### src/scan_pkg.sv
// Frame classifier shared definitions
// Octet offsets, config addresses, category codes and CRC residue
`default_nettype none

package scan_pkg;

	// Octet index width, covers MAX_FRAME
	localparam int CNT_W = 11;

	// Framing limits
	localparam int MAX_FRAME = 1536;
	localparam int IFG_MIN = 10;

	// Category codes in status_vec[1:0]
	localparam logic [1:0] CAT_OTHER = 2'd0;
	localparam logic [1:0] CAT_ARP = 2'd1;
	localparam logic [1:0] CAT_ICMP = 2'd2;
	localparam logic [1:0] CAT_UDP = 2'd3;

	// Octet offsets after the SFD
	localparam int OFF_DST_MAC = 0;
	localparam int OFF_SRC_MAC = 6;
	localparam int OFF_IP_DST = 30;
	localparam int OFF_UDP_DPORT = 36;
	localparam int OFF_ARP_TIP = 38;

	// Config memory word addresses
	localparam logic [3:0] CFG_MAC_BASE = 4'd0;
	localparam logic [3:0] CFG_IP_BASE = 4'd8;

	// Reflected CRC-32 register after a good FCS, no final inversion
	localparam logic [31:0] CRC_RESIDUE = 32'hdebb20e3;

endpackage

`default_nettype wire
### src/scanner.sv
// Receive frame classifier top level
// Matches addresses against the config memory and reports category and status
`default_nettype none

module scanner #(
	parameter int PORT_AW = 3
) (
	input  logic                       clk,
	input  logic                       rst_n,
	input  logic [7:0]                 eth_in,
	input  logic                       eth_in_s,
	input  logic                       eth_in_e,
	input  logic                       enable_rx,
	output logic [3:0]                 ip_a,
	input  logic [7:0]                 ip_d,
	output logic [PORT_AW:0]           pno_a,
	input  logic [7:0]                 pno_d,
	output logic [7:0]                 odata,
	output logic                       odata_s,
	output logic                       odata_f,
	output logic                       status_valid,
	output logic [PORT_AW+4:0]         status_vec,
	output logic [scan_pkg::CNT_W-1:0] pack_len
);

	localparam int CNT_W = scan_pkg::CNT_W;
	localparam int OFF_DMAC = scan_pkg::OFF_DST_MAC;
	localparam int OFF_IPD = scan_pkg::OFF_IP_DST;
	localparam int OFF_TIP = scan_pkg::OFF_ARP_TIP;

	logic [7:0] octet;
	logic [CNT_W-1:0] idx;
	logic [CNT_W-1:0] nxt;
	logic oct_v;
	logic oct_first;
	logic oct_last;
	logic oct_err;
	logic crc_ok;
	logic arp_pass;
	logic ip_pass;
	logic icmp_pass;
	logic udp_pass;
	logic udp_port_stb;
	logic port_hit;
	logic [PORT_AW-1:0] port_idx;
	logic [15:0] ip_length;
	logic in_mac;
	logic in_ipd;
	logic in_tip;
	logic cfg_m;
	logic mac_ok;
	logic ip_dst_ok;
	logic arp_ip_ok;
	logic src_uni;
	logic ip_len_ok;
	logic pass_arp;
	logic pass_ip;
	logic pass_icmp;
	logic pass_udp;
	logic [1:0] category;

	frame_rx u_frame_rx (
		.clk(clk), .rst_n(rst_n), .eth_in(eth_in), .eth_in_s(eth_in_s),
		.eth_in_e(eth_in_e), .enable_rx(enable_rx), .octet(octet), .idx(idx),
		.oct_v(oct_v), .oct_first(oct_first), .oct_last(oct_last),
		.oct_err(oct_err), .pack_len(pack_len)
	);

	crc32_check u_crc (
		.clk(clk), .rst_n(rst_n), .oct_v(oct_v), .oct_first(oct_first),
		.oct_err(oct_err), .octet(octet), .crc_ok(crc_ok)
	);

	arp_patt u_arp (.clk(clk), .rst_n(rst_n), .idx(idx), .octet(octet), .pass(arp_pass));

	ip_patt u_ip (
		.clk(clk), .rst_n(rst_n), .idx(idx), .octet(octet),
		.pass(ip_pass), .ip_length(ip_length)
	);

	l4_patt u_l4 (
		.clk(clk), .rst_n(rst_n), .idx(idx), .octet(octet), .ip_length(ip_length),
		.icmp_pass(icmp_pass), .udp_pass(udp_pass), .udp_port_stb(udp_port_stb)
	);

	udp_port_cam #(.PORT_AW(PORT_AW)) u_cam (
		.clk(clk), .rst_n(rst_n), .port_stb(udp_port_stb), .octet(octet),
		.pno_a(pno_a), .pno_d(pno_d), .port_hit(port_hit), .port_idx(port_idx)
	);

	// Config address leads the stream by one octet
	// idx is all ones between frames, so nxt points at octet 0
	assign nxt = idx + 1'b1;

	always_comb begin
		if (nxt >= OFF_IPD && nxt < OFF_IPD + 4)
			ip_a = scan_pkg::CFG_IP_BASE + 4'(nxt - OFF_IPD);
		else if (nxt >= OFF_TIP && nxt < OFF_TIP + 4)
			ip_a = scan_pkg::CFG_IP_BASE + 4'(nxt - OFF_TIP);
		else
			ip_a = scan_pkg::CFG_MAC_BASE + nxt[3:0];
	end

	// Compare windows for the current octet
	assign in_mac = idx >= OFF_DMAC && idx < OFF_DMAC + 6;
	assign in_ipd = idx >= OFF_IPD && idx < OFF_IPD + 4;
	assign in_tip = idx >= OFF_TIP && idx < OFF_TIP + 4;
	assign cfg_m = ip_d == octet;

	always_ff @(posedge clk) begin
		if (!rst_n) begin
			mac_ok <= 1'b0;
			ip_dst_ok <= 1'b0;
			arp_ip_ok <= 1'b0;
			src_uni <= 1'b0;
		end else begin
			// Octet 0 both presets and compares
			if (idx == '0)
				mac_ok <= ~in_mac | cfg_m;
			else if (in_mac && !cfg_m)
				mac_ok <= 1'b0;
			if (idx == '0)
				ip_dst_ok <= 1'b1;
			else if (in_ipd && !cfg_m)
				ip_dst_ok <= 1'b0;
			if (idx == '0)
				arp_ip_ok <= 1'b1;
			else if (in_tip && !cfg_m)
				arp_ip_ok <= 1'b0;
			// Group bit of the source MAC must be clear
			if (idx == CNT_W'(scan_pkg::OFF_SRC_MAC))
				src_uni <= ~octet[0];
		end
	end

	// Frame carries at least the IP datagram plus header and FCS
	assign ip_len_ok = {6'd0, pack_len} >= {1'b0, ip_length} + 17'd18;

	// Summary, meaningful at oct_last
	assign pass_arp = src_uni & crc_ok & arp_pass & arp_ip_ok;
	assign pass_ip = src_uni & crc_ok & mac_ok & ip_pass & ip_dst_ok & ip_len_ok;
	assign pass_icmp = pass_ip & icmp_pass;
	assign pass_udp = pass_ip & udp_pass & port_hit;

	always_comb begin
		if (pass_udp)
			category = scan_pkg::CAT_UDP;
		else if (pass_icmp)
			category = scan_pkg::CAT_ICMP;
		else if (pass_arp)
			category = scan_pkg::CAT_ARP;
		else
			category = scan_pkg::CAT_OTHER;
	end

	assign status_vec = {pass_udp ? port_idx : '0, pass_ip, mac_ok, crc_ok, category};

	assign odata = octet;
	assign odata_s = oct_v;
	assign odata_f = oct_last;
	assign status_valid = oct_last;

endmodule

`default_nettype wire

### src/udp_port_cam.sv
// Sequential CAM over the local UDP port table
// Two reads per entry, stops at the first matching port
`default_nettype none

module udp_port_cam #(
	parameter int PORT_AW = 3
) (
	input  logic               clk,
	input  logic               rst_n,
	input  logic               port_stb,
	input  logic [7:0]         octet,
	output logic [PORT_AW:0]   pno_a,
	input  logic [7:0]         pno_d,
	output logic               port_hit,
	output logic [PORT_AW-1:0] port_idx
);

	localparam int AW = PORT_AW + 1;

	logic [7:0] prev_q;
	logic [15:0] port_q;
	logic busy;
	logic [AW-1:0] addr;
	logic rd_v;
	logic [AW-1:0] rd_a;
	logic [7:0] hi_q;
	logic match;

	// Even address is the high octet, odd the low
	assign pno_a = addr;
	assign match = rd_v && rd_a[0] && !port_hit && ({hi_q, pno_d} == port_q);

	always_ff @(posedge clk) begin
		prev_q <= octet;
		if (port_stb)
			port_q <= {prev_q, octet};
		if (rd_v && !rd_a[0])
			hi_q <= pno_d;
		rd_a <= addr;
	end

	always_ff @(posedge clk) begin
		if (!rst_n) begin
			busy <= 1'b0;
			addr <= '0;
			rd_v <= 1'b0;
			port_hit <= 1'b0;
			port_idx <= '0;
		end else begin
			rd_v <= busy & ~port_stb;
			if (port_stb) begin
				busy <= 1'b1;
				addr <= '0;
				port_hit <= 1'b0;
			end else begin
				if (busy) begin
					addr <= addr + 1'b1;
					if (addr == '1)
						busy <= 1'b0;
				end
				// First hit ends the walk
				if (match) begin
					port_hit <= 1'b1;
					port_idx <= rd_a[AW-1:1];
					busy <= 1'b0;
				end
			end
		end
	end

	a_hit_idle: assert property (@(posedge clk) disable iff (!rst_n) port_hit |-> !busy);

endmodule

`default_nettype wire

### src/l4_patt.sv
// ICMP echo request and UDP header checks
// Also strobes the CAM with the low octet of the UDP destination port
`default_nettype none

module l4_patt (
	input  logic                       clk,
	input  logic                       rst_n,
	input  logic [scan_pkg::CNT_W-1:0] idx,
	input  logic [7:0]                 octet,
	input  logic [15:0]                ip_length,
	output logic                       icmp_pass,
	output logic                       udp_pass,
	output logic                       udp_port_stb
);

	localparam int OFF_PROTO = 23;
	localparam int OFF_L4 = 34;
	localparam int OFF_ULEN = scan_pkg::OFF_UDP_DPORT + 2;

	logic [7:0] prev_q;
	logic [15:0] udp_len;
	logic icmp_bad;
	logic udp_bad;

	// Previous octet pairs with the current one for 16-bit fields
	always_ff @(posedge clk)
		prev_q <= octet;

	assign udp_len = {prev_q, octet};

	// Type 8 code 0 under protocol 1
	assign icmp_bad = (idx == OFF_PROTO && octet != 8'd1) ||
		(idx == OFF_L4 && octet != 8'h08) ||
		(idx == OFF_L4 + 1 && octet != 8'h00);

	// Protocol 17, source port 1024 and up, destination port nonzero,
	// UDP length fits inside the IP payload
	assign udp_bad = (idx == OFF_PROTO && octet != 8'd17) ||
		(idx == OFF_L4 && octet[7:2] == 6'd0) ||
		(idx == scan_pkg::OFF_UDP_DPORT + 1 && udp_len == 16'd0) ||
		(idx == OFF_ULEN + 1 && ({1'b0, udp_len} + 17'd20 > {1'b0, ip_length}));

	always_ff @(posedge clk) begin
		if (!rst_n) begin
			icmp_pass <= 1'b0;
			udp_pass <= 1'b0;
		end else if (idx == '0) begin
			icmp_pass <= 1'b1;
			udp_pass <= 1'b1;
		end else begin
			if (icmp_bad)
				icmp_pass <= 1'b0;
			if (udp_bad)
				udp_pass <= 1'b0;
		end
	end

	assign udp_port_stb = idx == scan_pkg::CNT_W'(scan_pkg::OFF_UDP_DPORT + 1);

endmodule

`default_nettype wire

### src/ip_patt.sv
// IPv4 header check
// Fixed fields, nonzero TTL, header checksum and total length capture
`default_nettype none

module ip_patt (
	input  logic                       clk,
	input  logic                       rst_n,
	input  logic [scan_pkg::CNT_W-1:0] idx,
	input  logic [7:0]                 octet,
	output logic                       pass,
	output logic [15:0]                ip_length
);

	logic [7:0] tmpl;
	logic [7:0] mask;
	logic want;
	logic ttl_zero;
	logic pass_r;
	logic in_hdr;
	logic [7:0] hi_q;
	logic [15:0] sum;
	logic [16:0] wide;
	logic [15:0] fold;

	always_comb begin
		want = 1'b1;
		mask = 8'hff;
		case (idx)
			12: tmpl = 8'h08;  // Ethertype IPv4
			13: tmpl = 8'h00;
			14: tmpl = 8'h45;  // Version 4, IHL 5, no options
			20: begin
				// Flags and fragment offset, DF allowed
				tmpl = 8'h00;
				mask = 8'hbf;
			end
			21: tmpl = 8'h00;
			default: begin
				tmpl = 8'h00;
				want = 1'b0;
			end
		endcase
	end

	assign ttl_zero = (idx == 22) && (octet == 8'h00);

	always_ff @(posedge clk) begin
		if (!rst_n)
			pass_r <= 1'b0;
		else if (idx == '0)
			pass_r <= 1'b1;
		else if ((want && (octet & mask) != tmpl) || ttl_zero)
			pass_r <= 1'b0;
	end

	// Header words are even/odd octet pairs from 14 to 33
	assign in_hdr = idx >= 14 && idx <= 33;
	assign wide = {1'b0, sum} + {1'b0, hi_q, octet};
	// End-around carry
	assign fold = wide[15:0] + 16'(wide[16]);

	always_ff @(posedge clk) begin
		if (in_hdr && !idx[0])
			hi_q <= octet;
		// Total length sits in octets 16 and 17
		if (idx == 17)
			ip_length <= {hi_q, octet};
	end

	always_ff @(posedge clk) begin
		if (!rst_n)
			sum <= '0;
		else if (idx == '0)
			sum <= '0;
		else if (in_hdr && idx[0])
			sum <= fold;
	end

	// A correct header folds to all ones
	assign pass = pass_r & (sum == 16'hffff);

endmodule

`default_nettype wire

### src/arp_patt.sv
// ARP request template check
// Ethertype, hardware and protocol types, address lengths and opcode
`default_nettype none

module arp_patt (
	input  logic                       clk,
	input  logic                       rst_n,
	input  logic [scan_pkg::CNT_W-1:0] idx,
	input  logic [7:0]                 octet,
	output logic                       pass
);

	logic [7:0] tmpl;
	logic want;

	always_comb begin
		want = 1'b1;
		case (idx)
			12: tmpl = 8'h08;  // Ethertype ARP
			13: tmpl = 8'h06;
			14: tmpl = 8'h00;  // Hardware type Ethernet
			15: tmpl = 8'h01;
			16: tmpl = 8'h08;  // Protocol type IPv4
			17: tmpl = 8'h00;
			18: tmpl = 8'h06;  // MAC length
			19: tmpl = 8'h04;  // IP length
			20: tmpl = 8'h00;  // Opcode request
			21: tmpl = 8'h01;
			default: begin
				tmpl = 8'h00;
				want = 1'b0;
			end
		endcase
	end

	always_ff @(posedge clk) begin
		if (!rst_n)
			pass <= 1'b0;
		else if (idx == '0)
			pass <= 1'b1;
		else if (want && octet != tmpl)
			pass <= 1'b0;
	end

endmodule

`default_nettype wire

### src/crc32_check.sv
// IEEE 802.3 CRC-32 checker, one octet per clock
// Runs over data and FCS, then compares against the fixed residue
`default_nettype none

module crc32_check (
	input  logic       clk,
	input  logic       rst_n,
	input  logic       oct_v,
	input  logic       oct_first,
	input  logic       oct_err,
	input  logic [7:0] octet,
	output logic       crc_ok
);

	localparam logic [31:0] CRC_POLY = 32'hedb88320;

	logic [31:0] crc;
	logic err;

	// Reflected LFSR, LSB of the octet first
	function automatic logic [31:0] crc_step(input logic [31:0] c, input logic [7:0] d);
		logic [31:0] r;
		int i;
		r = c;
		for (i = 0; i < 8; i++)
			r = (r[0] ^ d[i]) ? ((r >> 1) ^ CRC_POLY) : (r >> 1);
		return r;
	endfunction

	always_ff @(posedge clk) begin
		if (!rst_n) begin
			crc <= '1;
			err <= 1'b0;
		end else begin
			// Seed with all ones on octet 0
			if (oct_first)
				crc <= crc_step('1, octet);
			else if (oct_v)
				crc <= crc_step(crc, octet);
			// PHY error or oversize cut sticks until the next frame
			if (oct_first)
				err <= oct_err;
			else if (oct_err)
				err <= 1'b1;
		end
	end

	assign crc_ok = (crc == scan_pkg::CRC_RESIDUE) & ~err;

endmodule

`default_nettype wire

### src/frame_rx.sv
// GMII receive framing
// Preamble/SFD hunt, inter-frame gap, oversize drop and a two-stage octet stream
`default_nettype none

module frame_rx (
	input  logic                       clk,
	input  logic                       rst_n,
	input  logic [7:0]                 eth_in,
	input  logic                       eth_in_s,
	input  logic                       eth_in_e,
	input  logic                       enable_rx,
	output logic [7:0]                 octet,
	output logic [scan_pkg::CNT_W-1:0] idx,
	output logic                       oct_v,
	output logic                       oct_first,
	output logic                       oct_last,
	output logic                       oct_err,
	output logic [scan_pkg::CNT_W-1:0] pack_len
);

	localparam int CNT_W = scan_pkg::CNT_W;
	localparam int GAP_W = $clog2(scan_pkg::IFG_MIN + 1);
	localparam logic [7:0] PRE_OCT = 8'h55;
	localparam logic [7:0] SFD_OCT = 8'hd5;

	// One-hot framing states
	localparam logic [3:0] ST_IDLE = 4'b0001;
	localparam logic [3:0] ST_PRE = 4'b0010;
	localparam logic [3:0] ST_DATA = 4'b0100;
	localparam logic [3:0] ST_DROP = 4'b1000;

	logic [3:0] state;
	logic [GAP_W-1:0] gap;
	logic gap_ok;
	logic [CNT_W-1:0] cnt;
	logic at_max;
	logic dat;
	logic ovf_now;
	// Stage 1 of the octet pipe
	logic [7:0] d1;
	logic [CNT_W-1:0] idx1;
	logic v1;
	logic e1;
	logic ovf1;
	logic err2;

	assign gap_ok = gap >= GAP_W'(scan_pkg::IFG_MIN);
	assign at_max = cnt == CNT_W'(scan_pkg::MAX_FRAME);
	assign dat = (state == ST_DATA) & eth_in_s & ~at_max;
	assign ovf_now = (state == ST_DATA) & eth_in_s & at_max;

	always_ff @(posedge clk) begin
		if (!rst_n) begin
			state <= ST_IDLE;
		end else begin
			case (state)
				ST_IDLE: begin
					// Receive enable sampled on the first preamble octet only
					if (eth_in_s)
						state <= (eth_in == PRE_OCT && enable_rx) ? ST_PRE : ST_DROP;
				end
				ST_PRE: begin
					if (!eth_in_s)
						state <= ST_IDLE;
					else if (eth_in == SFD_OCT)
						state <= gap_ok ? ST_DATA : ST_DROP;
					else if (eth_in != PRE_OCT)
						state <= ST_DROP;
				end
				ST_DATA: begin
					if (!eth_in_s)
						state <= ST_IDLE;
					else if (at_max)
						state <= ST_DROP;
				end
				ST_DROP: begin
					// Swallow the rest of the frame
					if (!eth_in_s)
						state <= ST_IDLE;
				end
				default: state <= ST_IDLE;
			endcase
		end
	end

	// Gap counter runs through idle and preamble, saturates once legal
	always_ff @(posedge clk) begin
		if (!rst_n)
			gap <= '0;
		else if (state == ST_IDLE || state == ST_PRE) begin
			if (!gap_ok)
				gap <= gap + 1'b1;
		end else
			gap <= '0;
	end

	// Index of the next data octet
	always_ff @(posedge clk) begin
		if (!rst_n)
			cnt <= '0;
		else if (state != ST_DATA)
			cnt <= '0;
		else if (dat)
			cnt <= cnt + 1'b1;
	end

	always_ff @(posedge clk) begin
		d1 <= eth_in;
		e1 <= eth_in_e;
		idx1 <= cnt;
		octet <= d1;
	end

	always_ff @(posedge clk) begin
		if (!rst_n) begin
			v1 <= 1'b0;
			ovf1 <= 1'b0;
			oct_v <= 1'b0;
			oct_first <= 1'b0;
			oct_last <= 1'b0;
			err2 <= 1'b0;
			idx <= '1;
			pack_len <= '0;
		end else begin
			v1 <= dat;
			ovf1 <= ovf_now;
			oct_v <= v1;
			oct_first <= v1 & (idx1 == '0);
			// Falls one cycle after the last forwarded octet
			oct_last <= oct_v & ~v1;
			err2 <= v1 & e1;
			// All ones between frames, so idx + 1 wraps to octet 0
			idx <= v1 ? idx1 : '1;
			if (v1)
				pack_len <= idx1 + 1'b1;
		end
	end

	// Oversize cut shows up as an error one cycle ahead of oct_last
	assign oct_err = err2 | ovf1;

	a_state_onehot: assert property (@(posedge clk) disable iff (!rst_n) $onehot(state));

endmodule

`default_nettype wire

### config.mk
export PLATFORM = sky130hd
export DESIGN_NAME = scanner
export DESIGN_NICKNAME = d
export VERILOG_FILES = /design/src/scan_pkg.sv /design/src/scanner.sv /design/src/udp_port_cam.sv /design/src/l4_patt.sv /design/src/ip_patt.sv /design/src/arp_patt.sv /design/src/crc32_check.sv /design/src/frame_rx.sv
export SDC_FILE = /design/constraint.sdc
export NUM_CORES = 1
export LEC_CHECK = 0
export BUFFER_PORTS_ARGS = -buffer_cell sky130_fd_sc_hd__clkbuf_2
export CAP_MARGIN = 40
export CORE_ASPECT_RATIO = 0.8
export CORE_UTILIZATION = 45
export CTS_CLUSTER_DIAMETER = 60
export DETAILED_ROUTE_END_ITERATION = 16
export GPL_ROUTABILITY_DRIVEN = 0
export PLACE_DENSITY = 0.62
export REMOVE_ABC_BUFFERS = 1
export SLEW_MARGIN = 40
export SYNTH_ARGS = -nofsm -noshare
export SYNTH_HDL_FRONTEND = slang
export SYNTH_SLANG_ARGS = --single-unit
### constraint.sdc
create_clock -name clk -period 3.7 [get_ports clk]
set_input_delay 0.74 -clock clk [delete_from_list [all_inputs] [get_ports clk]]
set_output_delay 0.74 -clock clk [all_outputs]
set_load 0.01 [all_outputs]
* Word level (Yosys, flattened, before mapping)
Cells that the tools add are included. Widths: inputs -> output; s select.
Operators by class: equality and inequality tests 40, magnitude comparators 14, add/subtract/negate cells 13, bitwise logic cells 59, multiplexer cells 59, reduce and logical (&&, ||, !) cells 63
Operators by type and width (count):
- $mux 32 | 18
- $not 13->14 | 15
- $eq 11x5->1 const B | 8
- $eq 11x4->1 const B | 4
- $eq 11x6->1 const B | 4
- $lt 11x6->1 const B | 4
- $mux 4 | 11
- $add 16x5->17 const B | 2
- $add 11x1->11 const B | 3
- $eq 32x32->1 const B | 1
- $pmux 4 s4 | 2
- $logic_and 1x1->1 | 25
- $mux 1 | 23
- $ge 11x5->1 const B | 2
- $ge 11x6->1 const B | 2
- $logic_not 11->1 | 2
- $and 1x1->1 | 19
- $reduce_bool 2->1 | 9
- $add 16x16->17 | 1
- $ge 11x17->1 | 1
- $gt 17x16->1 | 1
- $add 16x1->16 | 1
- $eq 16x16->1 | 1
- $eq 16x16->1 const B | 1
- 46 further kinds | 88
Storage, ports and cells: flip-flop bits (word level) 202, output and inout port bits 38

* Logic depth before layout (Yosys ltp)
word-level depth 18, depth in mapped cells 15

* Cells and area by module
A second synthesis with hierarchy kept.
Unflattened totals: cell total of the unflattened synthesis 1316, area total of the unflattened synthesis 12415.7 µm²
Modules (own cells, without submodules):
- ip_patt | area an instance 2820.2 µm², cells each 285, instances 1, seq. area each 1061.0 µm²
- crc32_check | area an instance 2762.6 µm², cells each 308, instances 1, seq. area each 660.6 µm²
- frame_rx | area an instance 2683.8 µm², cells each 271, instances 1, seq. area each 1501.4 µm²
- udp_port_cam | area an instance 1539.0 µm², cells each 102, instances 1, seq. area each 1161.1 µm²
- scanner | area an instance 1275.0 µm², cells each 174, instances 1, seq. area each 80.1 µm²
- l4_patt | area an instance 1066.0 µm², cells each 138, instances 1, seq. area each 200.2 µm²
- arp_patt | area an instance 269.0 µm², cells each 38, instances 1, seq. area each 20.0 µm²

* Least setup slack after synthesis
Ideal clock, no wire load.
path kind register to output, start point register u_ip.ip_length[1], end point output status_vec[5], cell stages (with the launch flop) 14, arrival 2.797 ns, slack 0.163 ns, data required time 2.960 ns, cell sequence edfxtp_1 -> inv_1 -> nor3_1 -> o21a_1 -> nand3_1 -> xnor2_1 -> ha_1 -> a211oi_1 -> nand2_1 -> a211o_1 -> a31oi_1 -> or4b_1 -> or3_1 -> nor2_1
Between the ends: word-level cells in the longest chain between the ends 6
RTL lines:
- from (decl) | RTL line ip_patt.sv:11 | output logic [15:0] ip_length
- from (signal assigned) | RTL line ip_patt.sv:67 | ip_length <= {hi_q, octet};
- $add 16x5->17 | RTL line scanner.sv:137 | assign ip_len_ok = {6'd0, pack_len} >= {1'b0, ip_length} + 17'd18;
- $ge 11x17->1 | RTL line scanner.sv:137
- $and 1x1->1 | RTL line scanner.sv:141 | assign pass_ip = src_uni & crc_ok & mac_ok & ip_pass & ip_dst_ok & ip_len_ok;
- $and 1x1->1 (2 in series) | RTL line scanner.sv:143 | assign pass_udp = pass_ip & udp_pass & port_hit;
- $mux 3 | RTL line scanner.sv:156 | assign status_vec = {pass_udp ? port_idx : '0, pass_ip, mac_ok, crc_ok, category};
- to (decl) | RTL line scanner.sv:22 | output logic [PORT_AW+4:0] status_vec,
Every way passes these cells.

* Final worst setup path
start point register u_crc.err, end point output status_vec[5]
Between the ends: word-level cells in the longest chain between the ends 10
RTL lines:
- from (decl) | RTL line crc32_check.sv:18 | logic err;
- from (signal assigned) | RTL line crc32_check.sv:42 | err <= oct_err;
- $not 1->1 | RTL line crc32_check.sv:48 | assign crc_ok = (crc == scan_pkg::CRC_RESIDUE) & ~err;
- $and 1x1->1 | RTL line crc32_check.sv:48
- $and 1x1->1 (5 in series) | RTL line scanner.sv:141
- $and 1x1->1 (2 in series) | RTL line scanner.sv:143
- $mux 3 | RTL line scanner.sv:156
Every way passes these cells.

==> flow_summary.ini <==
[yosys]
post_synth_instance_area_sq_um = 11780
synth-seq-cells = 202
synth-main-ff-cell = sky130_fd_sc_hd__dfxtp_1
synth_xor_xnor_area_share = 0.1576
synthesis.area_per_instance_sq_um = 9.192
synth.top_cells.by_count = sky130_fd_sc_hd__dfxtp_1 (154), sky130_fd_sc_hd__xnor2_1 (134), sky130_fd_sc_hd__nor2_1 (111)
yosysMostFrequentCell = sky130_fd_sc_hd__dfxtp_1
synth_area_leaders = sky130_fd_sc_hd__dfxtp_1 (26%), sky130_fd_sc_hd__edfxtp_1 (12%), sky130_fd_sc_hd__xnor2_1 (10%)
synth_warnings = 0
simple_gate_portion_of_the_synthesized_area = 0.1905
dominant_combinational_cell_family_by_area_after_synthesis = simple AND/OR/NAND/NOR gates
async_reset_ff_frac = 0
fraction_of_the_mapped_netlist_area_in_compound_gates = 0.1262
synth-edff-count = 48
ys_types = 78
synth.mux.area_fraction = 0.02739
syn_inst = 1282
synth.largest_area_cell = sky130_fd_sc_hd__dfxtp_1
synth_sequential_area_ratio = 0.3839
synth_top_area_frac = 0.2616
synth_adder_area_share = 0.07602

[floorplanning]
dieHeight_microns = 146.7
die_width_microns = 182.9
core-area_sq_um = 25500
die-area_sq_um = 26840
placementRows = 52
start_util = 0.4620
top_level_ports = 67

[power_and_ir_drop]
powerDensity_nw_per_um2 = 373.1
power_leakage_nw = 5.185
ir_worst_vdd_mv = 0.2761

[global_route]
largest_net_degree_at_the_start_of_global_routing = 55
grt_antenna_before_repair = 0
first_pass_grt_wire_length_microns = 49630
groute.usage.overall = 0.2347
grt.overflow.total = 0
vias_in_the_first_global_route = 8963

[setup_path]
startpoint_type = flop
critical-path-slowest-cell = sky130_fd_sc_hd__or4b_2
crit_family = simple AND/OR/NAND/NOR gates
timing.critical_path.to_type = primary output
cpPeakStageDelay_ps = 700
top_fanout_value_on_the_critical_path = 4
cp.buffers_inverters = 1
timing.critical_path.from = u_crc.err
worst_ep_arrival_time_ps = 3340
worst_ep_required_time_ps = 2960
timing.critical_path.cells = or4b_2 -> nor4_1 -> nand3_1 -> nor3_1 -> nand2_1 -> or3_4 -> nor2_1 -> buf_2
regToRegSetupSlack_ps = 180
worstSetupPathType = reg -> out
worstReg2RegStart = u_ip.hi_q[3]

[routing]
ant_nets = 0
detail_route.wl_per_cell_microns = 18.18
detail_route.vias_per_cell = 5.489
initialDrtViolationCount = 728
first_pass_iters = 5
routed_wirelength_microns = 31660
post_route_drc_violation_count = 0
num_vias = 9561

[placement]
dp_hpwl_microns = 22970
placed_cells = 1695
numPortBuffers = 66

[timing]
total_neg_setup_slack_ps = -1667
clock_skew_ps = 21.45
worst-slew-pin-transition_ps = 790.2
fin_ws_ps = -383.9
rsz0062_at_grt = yes
fin_crit_ps = 4084
finalSetupViolCount = 6
final.period_utilization = 1.104
finalHoldViolCount = 0
maxClockFrequency_mhz = 244.9
timing_max_transition_violations_final = 0
worst_slew_margin_rel = 0.4694

[clocking]
cts_hold_buf = 0
clock_insertion_delay_worst_skew_ps = 520
cts_tree = yes
clock_sinks = 202
cts.path.max_buffers = 3
clk_pin_slew_worst_paths_ps = 60
cts.root.buffer_cell = sky130_fd_sc_hd__clkbuf_16
h-tree-depth = 1
cts_inserted_buffers = 22

[finish]
layout.nets = 1476
final_layout_size_suffix_gt1_frac = 0.1761
antennaDiodeCount = 0
final.fill_count = 2352
layout-area-overhead-vs-synth_pct = 16.84
final-instance-count-excl-fill = 1742

[outcome]
failed_checks = setup timing
status = complete, but fails checks

[hold_path]
min_path_type = reg -> reg
hold_path_startpoint = u_frame_rx.d1[4]

[run]
number_of_violations_of_the_max_capacitance_limit = 0
[cell usage in the layout (no fill, tap or decap), types with 12 or more instances in the layout]
cell type,instances
sky130_fd_sc_hd__a211oi_1,33
sky130_fd_sc_hd__a21oi_1,48
sky130_fd_sc_hd__and3_1,19
sky130_fd_sc_hd__buf_4,66
sky130_fd_sc_hd__clkbuf_16,22
sky130_fd_sc_hd__clkbuf_2,62
sky130_fd_sc_hd__dfxtp_1,149
sky130_fd_sc_hd__edfxtp_1,48
sky130_fd_sc_hd__ha_1,62
sky130_fd_sc_hd__inv_1,48
sky130_fd_sc_hd__mux2i_1,21
sky130_fd_sc_hd__nand2_1,100
sky130_fd_sc_hd__nand2b_1,13
sky130_fd_sc_hd__nand3_1,47
sky130_fd_sc_hd__nand4_1,24
sky130_fd_sc_hd__nor2_1,110
sky130_fd_sc_hd__nor2b_1,13
sky130_fd_sc_hd__nor3_1,24
sky130_fd_sc_hd__nor4_1,12
sky130_fd_sc_hd__o211ai_1,18
sky130_fd_sc_hd__o21ai_0,43
sky130_fd_sc_hd__xnor2_1,133
sky130_fd_sc_hd__xor2_1,65
[metal layers]
layer / track usage / vias to the layer above / share of wire
met5: 0 / - / 0
met4: 0.07917 / 0 / 0.030
met3: 0.04189 / 52 / 0.073
met2: 0.3337 / 332 / 0.41
met1: 0.3541 / 4458 / 0.49
li1: - / 4719 / -
[per-stage QoR]
stage | cell area [sq um] | utilization | total power, mW | hold slack (ps) | setup WS, ps
after global placement | 12740 | 0.4996 | 2.863 | 312.4 | -77.82
after floorplan | 11520 | - | 2.710 | 309.6 | -70.63
after global routing | 13770 | 0.5398 | 5.325 | 330.6 | -486.8
final | 13770 | 0.5398 | 5.137 | 319.4 | -383.9
after CTS | 13570 | 0.5320 | 5.174 | 319.0 | -395.4
after detailed placement | 12740 | 0.4997 | 2.868 | 312.1 | -150.6
[worst reg2reg max path, cell delays in order, from the launching register on]
cell and delay, ps:
sky130_fd_sc_hd__edfxtp_1 440, sky130_fd_sc_hd__ha_4 340, sky130_fd_sc_hd__nand4_1 160, sky130_fd_sc_hd__nor4_4 360, sky130_fd_sc_hd__a211oi_2 140, sky130_fd_sc_hd__o21bai_1 170, sky130_fd_sc_hd__a21o_1 140, sky130_fd_sc_hd__ha_2 170
sky130_fd_sc_hd__o2111a_1 180, sky130_fd_sc_hd__nor4b_4 250, sky130_fd_sc_hd__nand4_2 170, sky130_fd_sc_hd__nor3_2 160, sky130_fd_sc_hd__or4b_4 480, sky130_fd_sc_hd__xnor2_2 160, sky130_fd_sc_hd__o22ai_1 80
[final cells by class]
class                           count  area [sq um]  area share
Clock inverter                      8         132.6    0.009633
Tap cell                          351         439.2     0.03190
Clock buffer                       31         634.4     0.04607
Multi-Input combinational cell    969          7019      0.5098
Timing Repair Buffer              132         825.8     0.05998
Sequential cell                   202          4533      0.3292
Inverter                           49         183.9     0.01336
[where the power goes]
part | switching, mW | internal (mW) | total [mW]
Sequential | 0.0290 | 2.28 | 2.31
Clock | 0.902 | 1.41 | 2.31
Combinational | 0.297 | 0.223 | 0.520
Total | 1.23 | 3.91 | 5.14
[path summary, 6_finish.rpt]
check | endpoint | cells past startpoint
hold / removal | u_frame_rx.octet[4] | 0
setup reg to reg | u_ip.sum[15] | 14
hold reg to reg | u_frame_rx.octet[4] | 0
setup / recovery | status_vec[5] | 8
[flip-flops by register name, indices dropped and copies added, names as in the netlist, 3 cells and up]
register             cells
u_frame_rx.gap           4
u_frame_rx.idx1         11
u_frame_rx.cnt          11
u_frame_rx.octet         8
u_frame_rx.d1            8
u_cam.hi_q               8
u_ip.sum                16
u_ip.ip_length          16
u_frame_rx.pack_len     11
u_cam.rd_a               4
u_cam.pno_a              4
u_frame_rx.idx          11
u_cam.port_q            16
u_ip.hi_q                8
u_cam.prev_q             8
u_frame_rx.state         4
u_crc.crc               32
u_cam.port_idx           3
[timing repair]
| action | in CTS | in global routing |
|---|---|---|
| setup endpoints to repair | 9 | 15 |
| gates cloned | 0 | 0 |
| buffers inserted | 2 | 6 |
| gates resized for setup | 12 | 33 |
| pin swaps | 9 | 19 |
[logic make-up (layout without fill, tap and decap cells)]
logic type,Yosys count,after routing
AO/OA/AOI/OAI,222,222
XOR/XNOR,206,206
adder cells (fa/ha/maj),71,71
buffers and inverters,111,220
flip-flops,202,202
multiplexers,31,31
AND/OR/NAND/NOR,439,439
(Power assumes the default switching activity.)
